[config.mk]
export PLATFORM = sky130hd
export DESIGN_NAME = rv_core
export DESIGN_NICKNAME = d
export VERILOG_FILES = /design/src/hdl/rv_pkg.sv /design/src/hdl/ctrl_if.sv /design/src/hdl/control.sv /design/src/hdl/imm_gen.sv /design/src/hdl/alu.sv /design/src/hdl/reg_file.sv /design/src/hdl/pc_unit.sv /design/src/hdl/rv_core.sv
export SDC_FILE = /design/constraint.sdc
export NUM_CORES = 2
export LEC_CHECK = 0
export BUFFER_PORTS_ARGS = -buffer_cell sky130_fd_sc_hd__buf_2
export CAP_MARGIN = 0
export CORE_ASPECT_RATIO = 2
export CORE_MARGIN = 10
export CORE_UTILIZATION = 35
export DETAILED_ROUTE_END_ITERATION = 10
export PLACE_DENSITY = 0.59
export SETUP_SLACK_MARGIN = 0.2
export SLEW_MARGIN = 5
export SYNTH_ARGS = -nofsm -noshare
export SYNTH_HDL_FRONTEND = slang
export SYNTH_SLANG_ARGS = --single-unit
[constraint.sdc]
create_clock -name clk -period 10.5 [get_ports clk]
set_clock_uncertainty 0.05 [all_clocks]
set_input_delay 2.1 -clock clk [delete_from_list [all_inputs] [get_ports clk]]
set_output_delay 2.1 -clock clk [all_outputs]
set_load 0.02 [all_outputs]
[src/hdl/rv_pkg.sv]
`default_nettype none

package rv_pkg;

    typedef logic [31:0] word_t;
    typedef logic [4:0]  reg_idx_t;

    // major opcodes
    localparam logic [6:0] OPC_LUI    = 7'b0110111;
    localparam logic [6:0] OPC_AUIPC  = 7'b0010111;
    localparam logic [6:0] OPC_JAL    = 7'b1101111;
    localparam logic [6:0] OPC_JALR   = 7'b1100111;
    localparam logic [6:0] OPC_BRANCH = 7'b1100011;
    localparam logic [6:0] OPC_LOAD   = 7'b0000011;
    localparam logic [6:0] OPC_STORE  = 7'b0100011;
    localparam logic [6:0] OPC_OP_IMM = 7'b0010011;
    localparam logic [6:0] OPC_OP     = 7'b0110011;

    localparam logic [2:0] F3_BEQ  = 3'b000;
    localparam logic [2:0] F3_BNE  = 3'b001;
    localparam logic [2:0] F3_BLT  = 3'b100;
    localparam logic [2:0] F3_BGE  = 3'b101;
    localparam logic [2:0] F3_BLTU = 3'b110;
    localparam logic [2:0] F3_BGEU = 3'b111;

    localparam logic [2:0] F3_ADD  = 3'b000; // also sub
    localparam logic [2:0] F3_SLL  = 3'b001;
    localparam logic [2:0] F3_SLT  = 3'b010;
    localparam logic [2:0] F3_SLTU = 3'b011;
    localparam logic [2:0] F3_XOR  = 3'b100;
    localparam logic [2:0] F3_SR   = 3'b101; // srl / sra
    localparam logic [2:0] F3_OR   = 3'b110;
    localparam logic [2:0] F3_AND  = 3'b111;

    typedef enum logic [1:0] {
        ALU_BRANCH = 2'b00,
        ALU_IMM    = 2'b01,
        ALU_ADD    = 2'b10,
        ALU_REG    = 2'b11
    } alu_mode_t;

    typedef enum logic [1:0] {
        OP1_RS1  = 2'b00,
        OP1_ZERO = 2'b01, // lui
        OP1_PC   = 2'b10  // auipc
    } op1_sel_t;

    typedef struct packed {
        logic [6:0] funct7;
        reg_idx_t   rs2;
        reg_idx_t   rs1;
        logic [2:0] funct3;
        reg_idx_t   rd;
        logic [6:0] opcode;
    } r_fmt_t;

    typedef struct packed {
        logic [11:0] imm;
        reg_idx_t    rs1;
        logic [2:0]  funct3;
        reg_idx_t    rd;
        logic [6:0]  opcode;
    } i_fmt_t;

    typedef struct packed {
        logic [6:0] imm_11_5;
        reg_idx_t   rs2;
        reg_idx_t   rs1;
        logic [2:0] funct3;
        logic [4:0] imm_4_0;
        logic [6:0] opcode;
    } s_fmt_t;

    typedef struct packed {
        logic       imm_12;
        logic [5:0] imm_10_5;
        reg_idx_t   rs2;
        reg_idx_t   rs1;
        logic [2:0] funct3;
        logic [3:0] imm_4_1;
        logic       imm_11;
        logic [6:0] opcode;
    } b_fmt_t;

    typedef struct packed {
        logic [19:0] imm_31_12;
        reg_idx_t    rd;
        logic [6:0]  opcode;
    } u_fmt_t;

    typedef struct packed {
        logic       imm_20;
        logic [9:0] imm_10_1;
        logic       imm_11;
        logic [7:0] imm_19_12;
        reg_idx_t   rd;
        logic [6:0] opcode;
    } j_fmt_t;

    typedef union packed {
        r_fmt_t r_fmt;
        i_fmt_t i_fmt;
        s_fmt_t s_fmt;
        b_fmt_t b_fmt;
        u_fmt_t u_fmt;
        j_fmt_t j_fmt;
    } instr_u;

endpackage

`default_nettype wire

[src/hdl/ctrl_if.sv]
`timescale 1ns/1ps
`default_nettype none

interface ctrl_if import rv_pkg::*; ();

    logic      reg_write;
    logic      imm_data;   // operand 2 from immediate
    alu_mode_t alu_mode;
    logic      mem_to_reg;
    logic      branch;     // unconditional redirect
    logic      wb_pc;      // rd gets pc+4
    logic      cond_b;
    logic      store;
    logic      jalr;
    op1_sel_t  op1_sel;

    modport dec (
        output reg_write, imm_data, alu_mode, mem_to_reg, branch,
        output wb_pc, cond_b, store, jalr, op1_sel
    );

    modport exe (
        input alu_mode, imm_data, op1_sel
    );

    modport seq (
        input branch, cond_b, jalr, wb_pc, mem_to_reg, store, reg_write
    );

endinterface

`default_nettype wire

[src/hdl/control.sv]
`timescale 1ns/1ps
`default_nettype none

module control import rv_pkg::*; (
    input  logic [6:0] opcode,
    ctrl_if.dec        ctl
);

    logic lui;
    logic auipc;

    assign ctl.cond_b     = (opcode == OPC_BRANCH);
    assign ctl.store      = (opcode == OPC_STORE);
    assign ctl.mem_to_reg = (opcode == OPC_LOAD);
    assign ctl.jalr       = (opcode == OPC_JALR);
    assign lui            = (opcode == OPC_LUI);
    assign auipc          = (opcode == OPC_AUIPC);
    assign ctl.op1_sel    = op1_sel_t'({auipc, lui});

    always_comb begin
        case (opcode[6:2])
            OPC_OP_IMM[6:2]: ctl.reg_write = 1'b1;
            OPC_OP[6:2]:     ctl.reg_write = 1'b1;
            OPC_JAL[6:2]:    ctl.reg_write = 1'b1;
            OPC_JALR[6:2]:   ctl.reg_write = 1'b1;
            OPC_LOAD[6:2]:   ctl.reg_write = 1'b1;
            OPC_LUI[6:2]:    ctl.reg_write = 1'b1;
            OPC_AUIPC[6:2]:  ctl.reg_write = 1'b1;
            default:         ctl.reg_write = 1'b0;
        endcase
    end

    // jal target comes from imm_gen, not the alu
    always_comb begin
        case (opcode[6:2])
            OPC_OP_IMM[6:2]: ctl.imm_data = 1'b1;
            OPC_LOAD[6:2]:   ctl.imm_data = 1'b1;
            OPC_STORE[6:2]:  ctl.imm_data = 1'b1;
            OPC_JALR[6:2]:   ctl.imm_data = 1'b1;
            OPC_LUI[6:2]:    ctl.imm_data = 1'b1;
            OPC_AUIPC[6:2]:  ctl.imm_data = 1'b1;
            default:         ctl.imm_data = 1'b0; // op, branch
        endcase
    end

    always_comb begin
        case (opcode[6:2])
            OPC_OP_IMM[6:2]: ctl.alu_mode = ALU_IMM;
            OPC_OP[6:2]:     ctl.alu_mode = ALU_REG;
            OPC_BRANCH[6:2]: ctl.alu_mode = ALU_BRANCH;
            default:         ctl.alu_mode = ALU_ADD; // addresses, lui, auipc
        endcase
    end

    always_comb begin
        case (opcode[6:2])
            OPC_JAL[6:2]:  {ctl.branch, ctl.wb_pc} = 2'b11;
            OPC_JALR[6:2]: {ctl.branch, ctl.wb_pc} = 2'b11;
            default:       {ctl.branch, ctl.wb_pc} = 2'b00; // branch uses cond_b
        endcase
    end

    // lui and auipc decode never overlap
    always_comb begin
        assert (ctl.op1_sel != 2'b11)
            else $error("op1_sel took unused encoding for opcode %h", opcode);
    end

endmodule

`default_nettype wire

[src/hdl/imm_gen.sv]
`timescale 1ns/1ps
`default_nettype none

module imm_gen import rv_pkg::*; (
    input  instr_u instr,
    output word_t  imm
);

    always_comb begin
        case (instr.r_fmt.opcode)
            OPC_JAL: begin
                imm = {{12{instr.j_fmt.imm_20}},
                       instr.j_fmt.imm_19_12,
                       instr.j_fmt.imm_11,
                       instr.j_fmt.imm_10_1,
                       1'b0};
            end
            OPC_BRANCH: begin
                imm = {{20{instr.b_fmt.imm_12}},
                       instr.b_fmt.imm_11,
                       instr.b_fmt.imm_10_5,
                       instr.b_fmt.imm_4_1,
                       1'b0};
            end
            OPC_LUI, OPC_AUIPC: begin
                imm = {instr.u_fmt.imm_31_12, 12'b0};
            end
            OPC_STORE: begin
                imm = {{20{instr.s_fmt.imm_11_5[6]}},
                       instr.s_fmt.imm_11_5,
                       instr.s_fmt.imm_4_0};
            end
            default: begin // op-imm, load, jalr
                imm = {{20{instr.i_fmt.imm[11]}}, instr.i_fmt.imm};
            end
        endcase
    end

endmodule

`default_nettype wire

[src/hdl/alu.sv]
`timescale 1ns/1ps
`default_nettype none

module alu import rv_pkg::*; (
    ctrl_if.exe    ctl,
    input  instr_u instr,
    input  word_t  pc,
    input  word_t  rs1_val,
    input  word_t  rs2_val,
    input  word_t  imm,
    output word_t  result,
    output logic   taken
);

    word_t      op1;
    word_t      op2;
    word_t      sum;
    word_t      sra_val;
    logic [2:0] funct3;
    logic       bit30;
    logic       sub_en;
    logic [4:0] shamt;

    assign funct3 = instr.r_fmt.funct3;
    assign bit30  = instr.r_fmt.funct7[5];
    assign sub_en = (ctl.alu_mode == ALU_REG) && bit30; // addi ignores bit 30
    assign shamt  = op2[4:0];

    always_comb begin
        case (ctl.op1_sel)
            OP1_ZERO: op1 = '0;
            OP1_PC:   op1 = pc;
            default:  op1 = rs1_val;
        endcase
    end

    assign op2     = ctl.imm_data ? imm : rs2_val;
    assign sum     = sub_en ? op1 - op2 : op1 + op2;
    assign sra_val = $signed(op1) >>> shamt; // sign bit fills from the left

    always_comb begin
        result = sum;
        if (ctl.alu_mode == ALU_IMM || ctl.alu_mode == ALU_REG) begin
            case (funct3)
                F3_ADD:  result = sum;
                F3_SLL:  result = op1 << shamt;
                F3_SLT:  result = {31'b0, $signed(op1) < $signed(op2)};
                F3_SLTU: result = {31'b0, op1 < op2};
                F3_XOR:  result = op1 ^ op2;
                F3_SR:   result = bit30 ? sra_val : op1 >> shamt;
                F3_OR:   result = op1 | op2;
                F3_AND:  result = op1 & op2;
            endcase
        end
    end

    always_comb begin
        taken = 1'b0;
        if (ctl.alu_mode == ALU_BRANCH) begin
            case (funct3)
                F3_BEQ:  taken = (rs1_val == rs2_val);
                F3_BNE:  taken = (rs1_val != rs2_val);
                F3_BLT:  taken = ($signed(rs1_val) < $signed(rs2_val));
                F3_BGE:  taken = ($signed(rs1_val) >= $signed(rs2_val));
                F3_BLTU: taken = (rs1_val < rs2_val);
                F3_BGEU: taken = (rs1_val >= rs2_val);
                default: taken = 1'b0; // reserved
            endcase
        end
    end

endmodule

`default_nettype wire

[src/hdl/reg_file.sv]
`timescale 1ns/1ps
`default_nettype none

module reg_file import rv_pkg::*; (
    input  logic     clk,
    input  logic     arst_n,
    input  reg_idx_t rs1_idx,
    input  reg_idx_t rs2_idx,
    input  reg_idx_t rd_idx,
    input  logic     rd_we,
    input  word_t    rd_val,
    output word_t    rs1_val,
    output word_t    rs2_val
);

    word_t regs [32];

    always_ff @(posedge clk or negedge arst_n) begin
        if (!arst_n) begin
            for (int i = 0; i < 32; i++) begin
                regs[i] <= '0;
            end
        end else if (rd_we && rd_idx != 5'd0) begin // x0 stays zero
            regs[rd_idx] <= rd_val;
        end
    end

    // old value on same-cycle write
    assign rs1_val = regs[rs1_idx];
    assign rs2_val = regs[rs2_idx];

    a_x0_zero: assert property (
        @(posedge clk) disable iff (!arst_n)
        (rs1_idx == 5'd0 |-> rs1_val == '0) and (rs2_idx == 5'd0 |-> rs2_val == '0)
    ) else $error("x0 read returned nonzero");

endmodule

`default_nettype wire

[src/hdl/pc_unit.sv]
`timescale 1ns/1ps
`default_nettype none

module pc_unit import rv_pkg::*; (
    input  logic  clk,
    input  logic  arst_n,
    ctrl_if.seq   ctl,
    input  logic  taken,
    input  word_t imm,
    input  word_t alu_result,
    input  word_t dmem_rdata,
    output word_t pc,
    output logic  rd_we,
    output logic  mem_we,
    output word_t rd_val
);

    logic  run;
    word_t pc_plus4;
    word_t pc_target;
    word_t next_pc;

    assign pc_plus4  = pc + 32'd4;
    assign pc_target = pc + imm;

    always_comb begin
        if (ctl.jalr) begin
            next_pc = {alu_result[31:1], 1'b0};
        end else if (ctl.branch || (ctl.cond_b && taken)) begin
            next_pc = pc_target;
        end else begin
            next_pc = pc_plus4;
        end
    end

    always_ff @(posedge clk or negedge arst_n) begin
        if (!arst_n) begin
            run <= 1'b0;
            pc  <= '0;
        end else begin
            run <= 1'b1; // first edge after release
            if (run) pc <= next_pc;
        end
    end

    assign rd_we  = ctl.reg_write && run;
    assign mem_we = ctl.store && run;
    assign rd_val = ctl.wb_pc      ? pc_plus4 :
                    ctl.mem_to_reg ? dmem_rdata : alu_result;

    a_pc_aligned: assert property (
        @(posedge clk) disable iff (!arst_n) pc[1:0] == 2'b00
    ) else $error("pc not word aligned: %h", pc);

endmodule

`default_nettype wire

[src/hdl/rv_core.sv]
`timescale 1ns/1ps
`default_nettype none

module rv_core import rv_pkg::*; (
    input  logic  clk,
    input  logic  arst_n,
    output word_t imem_addr,
    input  word_t imem_rdata,
    output word_t dmem_addr,
    output word_t dmem_wdata,
    output logic  dmem_we,
    input  word_t dmem_rdata
);

    instr_u   instr;
    reg_idx_t rs1_idx;
    reg_idx_t rs2_idx;
    reg_idx_t rd_idx;
    word_t    imm;
    word_t    pc;
    word_t    rs1_val;
    word_t    rs2_val;
    word_t    alu_result;
    word_t    rd_val;
    logic     taken;
    logic     rd_we;

    ctrl_if ctl ();

    assign instr   = instr_u'(imem_rdata);
    assign rs1_idx = instr.r_fmt.rs1;
    assign rs2_idx = instr.r_fmt.rs2;
    assign rd_idx  = instr.r_fmt.rd;

    assign imem_addr  = pc;
    assign dmem_addr  = alu_result;
    assign dmem_wdata = rs2_val;

    control u_control (
        .opcode (instr.r_fmt.opcode),
        .ctl    (ctl.dec)
    );

    imm_gen u_imm_gen (
        .instr (instr),
        .imm   (imm)
    );

    alu u_alu (
        .ctl     (ctl.exe),
        .instr   (instr),
        .pc      (pc),
        .rs1_val (rs1_val),
        .rs2_val (rs2_val),
        .imm     (imm),
        .result  (alu_result),
        .taken   (taken)
    );

    reg_file u_reg_file (
        .clk     (clk),
        .arst_n  (arst_n),
        .rs1_idx (rs1_idx),
        .rs2_idx (rs2_idx),
        .rd_idx  (rd_idx),
        .rd_we   (rd_we),
        .rd_val  (rd_val),
        .rs1_val (rs1_val),
        .rs2_val (rs2_val)
    );

    pc_unit u_pc_unit (
        .clk        (clk),
        .arst_n     (arst_n),
        .ctl        (ctl.seq),
        .taken      (taken),
        .imm        (imm),
        .alu_result (alu_result),
        .dmem_rdata (dmem_rdata),
        .pc         (pc),
        .rd_we      (rd_we),
        .mem_we     (dmem_we),
        .rd_val     (rd_val)
    );

endmodule

`default_nettype wire

==> metrics <==
Placeable Area=0.194 mm2; Longest Clk Path Bufs=3; Placement Setup Slack=-0.367 ns; Seq pwr share=0.356; Fin Hold WS=0.351 ns; Register Area=0.0265 mm2; reg2reg path depth=29; Net Sw Power=5.75 mW; met3 wire len=21,900 um; CP required=8.35 ns; CTS tree=done; Worst EP arrival=7.99 ns; Setup crit end=dmem_addr[17]; first-pass GRT wire length=495,000 um; worst vdd ir=123 uV; Die Ht=645 um; Sink Count=1,057; CTS Root Cell=clkbuf_16; Detail Route Antenna Nets=0; share of layout cells above drive strength 1=0.227; final RePlAce weighted congestion=1.10; vias in the first global route=61,400; power per cell area=181 mW/mm2; synth top area cells=dfrtp_1, mux2i_1, mux4_2; initial antenna violation count=40; static leakage=36.1 nW; fin crit period=10.14 ns; Synth warnings=0; GRT Total Usage=0.326; Slew Limit Fails=0; Setup crit end kind=primary output; critical path peak fanout=76; largest net degree at the start of global routing=173; DRC violations left=0; Switching Fraction=0.407; port bufs=162; DR WL/cell=36.8 um; Vias=60,700; Max-cap violations=0; initial core utilization=0.352; hpwl dp=261,000 um; worst r2r src=u_reg_file.regs[128]; Area Growth Syn to Fin=14.7%; Overflow after GRT=0; reg2reg setup slack=4.00 ns; final hold viol count=0; WL met2=177,000 um; Final Cycle Share=0.965; top-count cell post-synth=nand2_1; max layer used=met5; Post-CTS Hold Buffers=0; syn_nets=7,167; worst setup path start=imem_rdata[16]; # rows=229; CP Class=primary input to primary output; clock power share=0.255; area of the multi-input gates=0.0389 mm2; number of post-CTS setup repair buffers=0; met1 WL=116,000 um; nets=7,372; area leader, netlist=dfrtp_1; Post-Layout Cell Count=9,772; outcome=complete, no violations; mapped cell area=0.0683 mm2; Initial DRC Count=5,742; Synth top cells by count=nand2_1, dfrtp_1, mux2i_1; unrepaired setup endpoints after global routing=false; Final Core Density=0.403; Synth Instances=6,935; HP Class=register to register; Worst Slack Setup Final=0.364 ns; asr flop ratio synth=1.00; Int Pwr=8.39 mW; FMAX=98.7 MHz; die width=332 um; number of flops mapped to enable cells by yosys=0; Syn Area/Cell=9.85 um2; cts bufs inserted=91; Setup crit start kind=primary input; Worst-path clk slew=0.07 ns; Yosys reg bits=1,057; io pins=163; sequential share of the synthesized area=0.387; # fillers=19,100; RR Endpoint=u_reg_file.regs[214]; Fin Setup TNS=0 ns; first-pass iteration count of the detailed router=7; Unique masters post-synth=101; top cell type's share of synthesized area=0.387; Avg Vias per Cell=6.21; relative slew slack=0.0390; Setup violations, final=0; total wire length=360,000 um; Primary FF master, synth=dfrtp_1; Worst Max-Slew Pin Slew=1.43 ns; placed cell count=9,586; Die Footprint=0.214 mm2; CTS H-tree depth=3; Clk Latency, worst-skew pair=0.74 ns; logic gate share of total power=0.388
-- per-layer routing --
| layer | vias to the layer above | GRT usage |
|---|---|---|
| li1 | 25900 | - |
| met1 | 30600 | 0.321 |
| met2 | 2941 | 0.555 |
| met3 | 1191 | 0.0632 |
| met4 | 14 | 0.335 |
| met5 | - | 0 |
-- cell usage in the layout (no fill, tap or decap), types with 18 or more instances in the layout --
| master | n |
|---|---|
| a211oi_1 | 42 |
| a21o_1 | 30 |
| a21oi_1 | 325 |
| a221o_1 | 24 |
| a22o_1 | 35 |
| a22oi_1 | 331 |
| a31oi_1 | 23 |
| and2_1 | 23 |
| and3_1 | 18 |
| buf_12 | 41 |
| buf_2 | 155 |
| buf_4 | 586 |
| clkbuf_1 | 19 |
| clkbuf_16 | 94 |
| dfrtp_1 | 1057 |
| diode_2 | 20 |
| ha_1 | 163 |
| inv_1 | 146 |
| mux2_2 | 205 |
| mux2i_1 | 698 |
| mux4_2 | 302 |
| nand2_1 | 1041 |
| nand2_4 | 32 |
| nand2b_1 | 21 |
| nand3_1 | 56 |
| nor2_1 | 203 |
| nor3_1 | 29 |
| nor4_1 | 28 |
| o211ai_1 | 29 |
| o21ai_0 | 489 |
| o21ai_1 | 320 |
| o21ai_2 | 35 |
| o21bai_1 | 18 |
| o31ai_1 | 138 |
| xnor2_1 | 55 |
| xor2_1 | 29 |
-- how the worst min path moves through the flow --
stage / from / endpoint / slack [ns] / cells past startpoint
6_report: u_reg_file.regs[1001] / u_reg_file.regs[1001] / 0.35 / 0
5_1_grt: u_reg_file.regs[997] / u_reg_file.regs[997] / 0.36 / 0
4_1_cts: u_reg_file.regs[1001] / u_reg_file.regs[1001] / 0.35 / 0
3_5_place_dp: u_reg_file.regs[1000] / u_reg_file.regs[1000] / 0.33 / 0
3_3_place_gp: u_reg_file.regs[1016] / u_reg_file.regs[1016] / 0.33 / 0
2_1_floorplan: u_reg_file.regs[1000] / u_reg_file.regs[1000] / 0.40 / 1
-- through the flow --
stage | area, um2 | power (mW)
final | 78300 | 14.1
after global placement | 75100 | 10.3
after detailed placement | 75100 | 10.4
after CTS | 78200 | 14.0
after floorplan | 68300 | 7.80
after global routing | 78300 | 14.6
-- timing repair --
action,4_1_cts,5_1_grt
pin swaps,0,1
gates resized for setup,6,22
setup endpoints to repair,11,10
cloned,0,1
-- critical path, cell delays in order --
cell       delay (ns)
buf_8            0.27
buf_12           0.36
buf_12           0.45
mux2i_1          0.15
a22oi_1          0.33
a21oi_1          0.12
nor4_1           0.37
buf_4            0.23
a22oi_1          0.10
inv_1            0.11
ha_1             0.30
buf_4            0.20
nor2_1           0.10
a211oi_1         0.06
a21oi_1          0.82
buf_4            0.28
nor2b_1          0.07
a2111oi_0        0.35
buf_4            0.20
o311ai_1         0.20
buf_4            0.28
a21boi_0         0.13
buf_2            0.19
-- cell type report --
class,instances,area share
Timing Repair Buffer,792,0.0788
Clock inverter,35,0.00541
Antenna cell,20,0.000639
Tap cell,2541,0.0406
Clock buffer,129,0.0336
Multi-Input combinational cell,5046,0.496
Sequential cell,1057,0.338
Inverter,152,0.00728
-- kinds of logic (layout without fill, tap and decap cells) --
logic type      after synthesis  after routing  share of synthesized area
xor+xnor                     84             84                     0.0108
mux                        1221           1221                      0.238
buf+inv                     832           1108                     0.0531
simple gates               1557           1557                     0.0953
other cells                   1             21                  0.0000549
flops                      1057           1057                      0.387
fa+ha+maj                   166            166                     0.0307
compound gates             2017           2017                      0.185
-- state kept, by name, indices dropped and copies added, names as in the netlist --
register	count
u_reg_file.regs	1024
u_pc_unit.run	1
u_pc_unit.pc	32
-- power groups by stage --
| stage | clock network (mW) | logic [mW] | registers [mW] |
|---|---|---|---|
| 4_1_cts | 3.66 | 5.31 | 5.02 |
| 6_report | 3.61 | 5.49 | 5.04 |
| 3_5_place_dp | 0 | 5.29 | 5.10 |
| 2_1_floorplan | 0 | 2.81 | 4.99 |
| 5_1_grt | 3.81 | 5.73 | 5.08 |
| 3_3_place_gp | 0 | 5.28 | 5.06 |
Power figures use the tool's default switching activity.
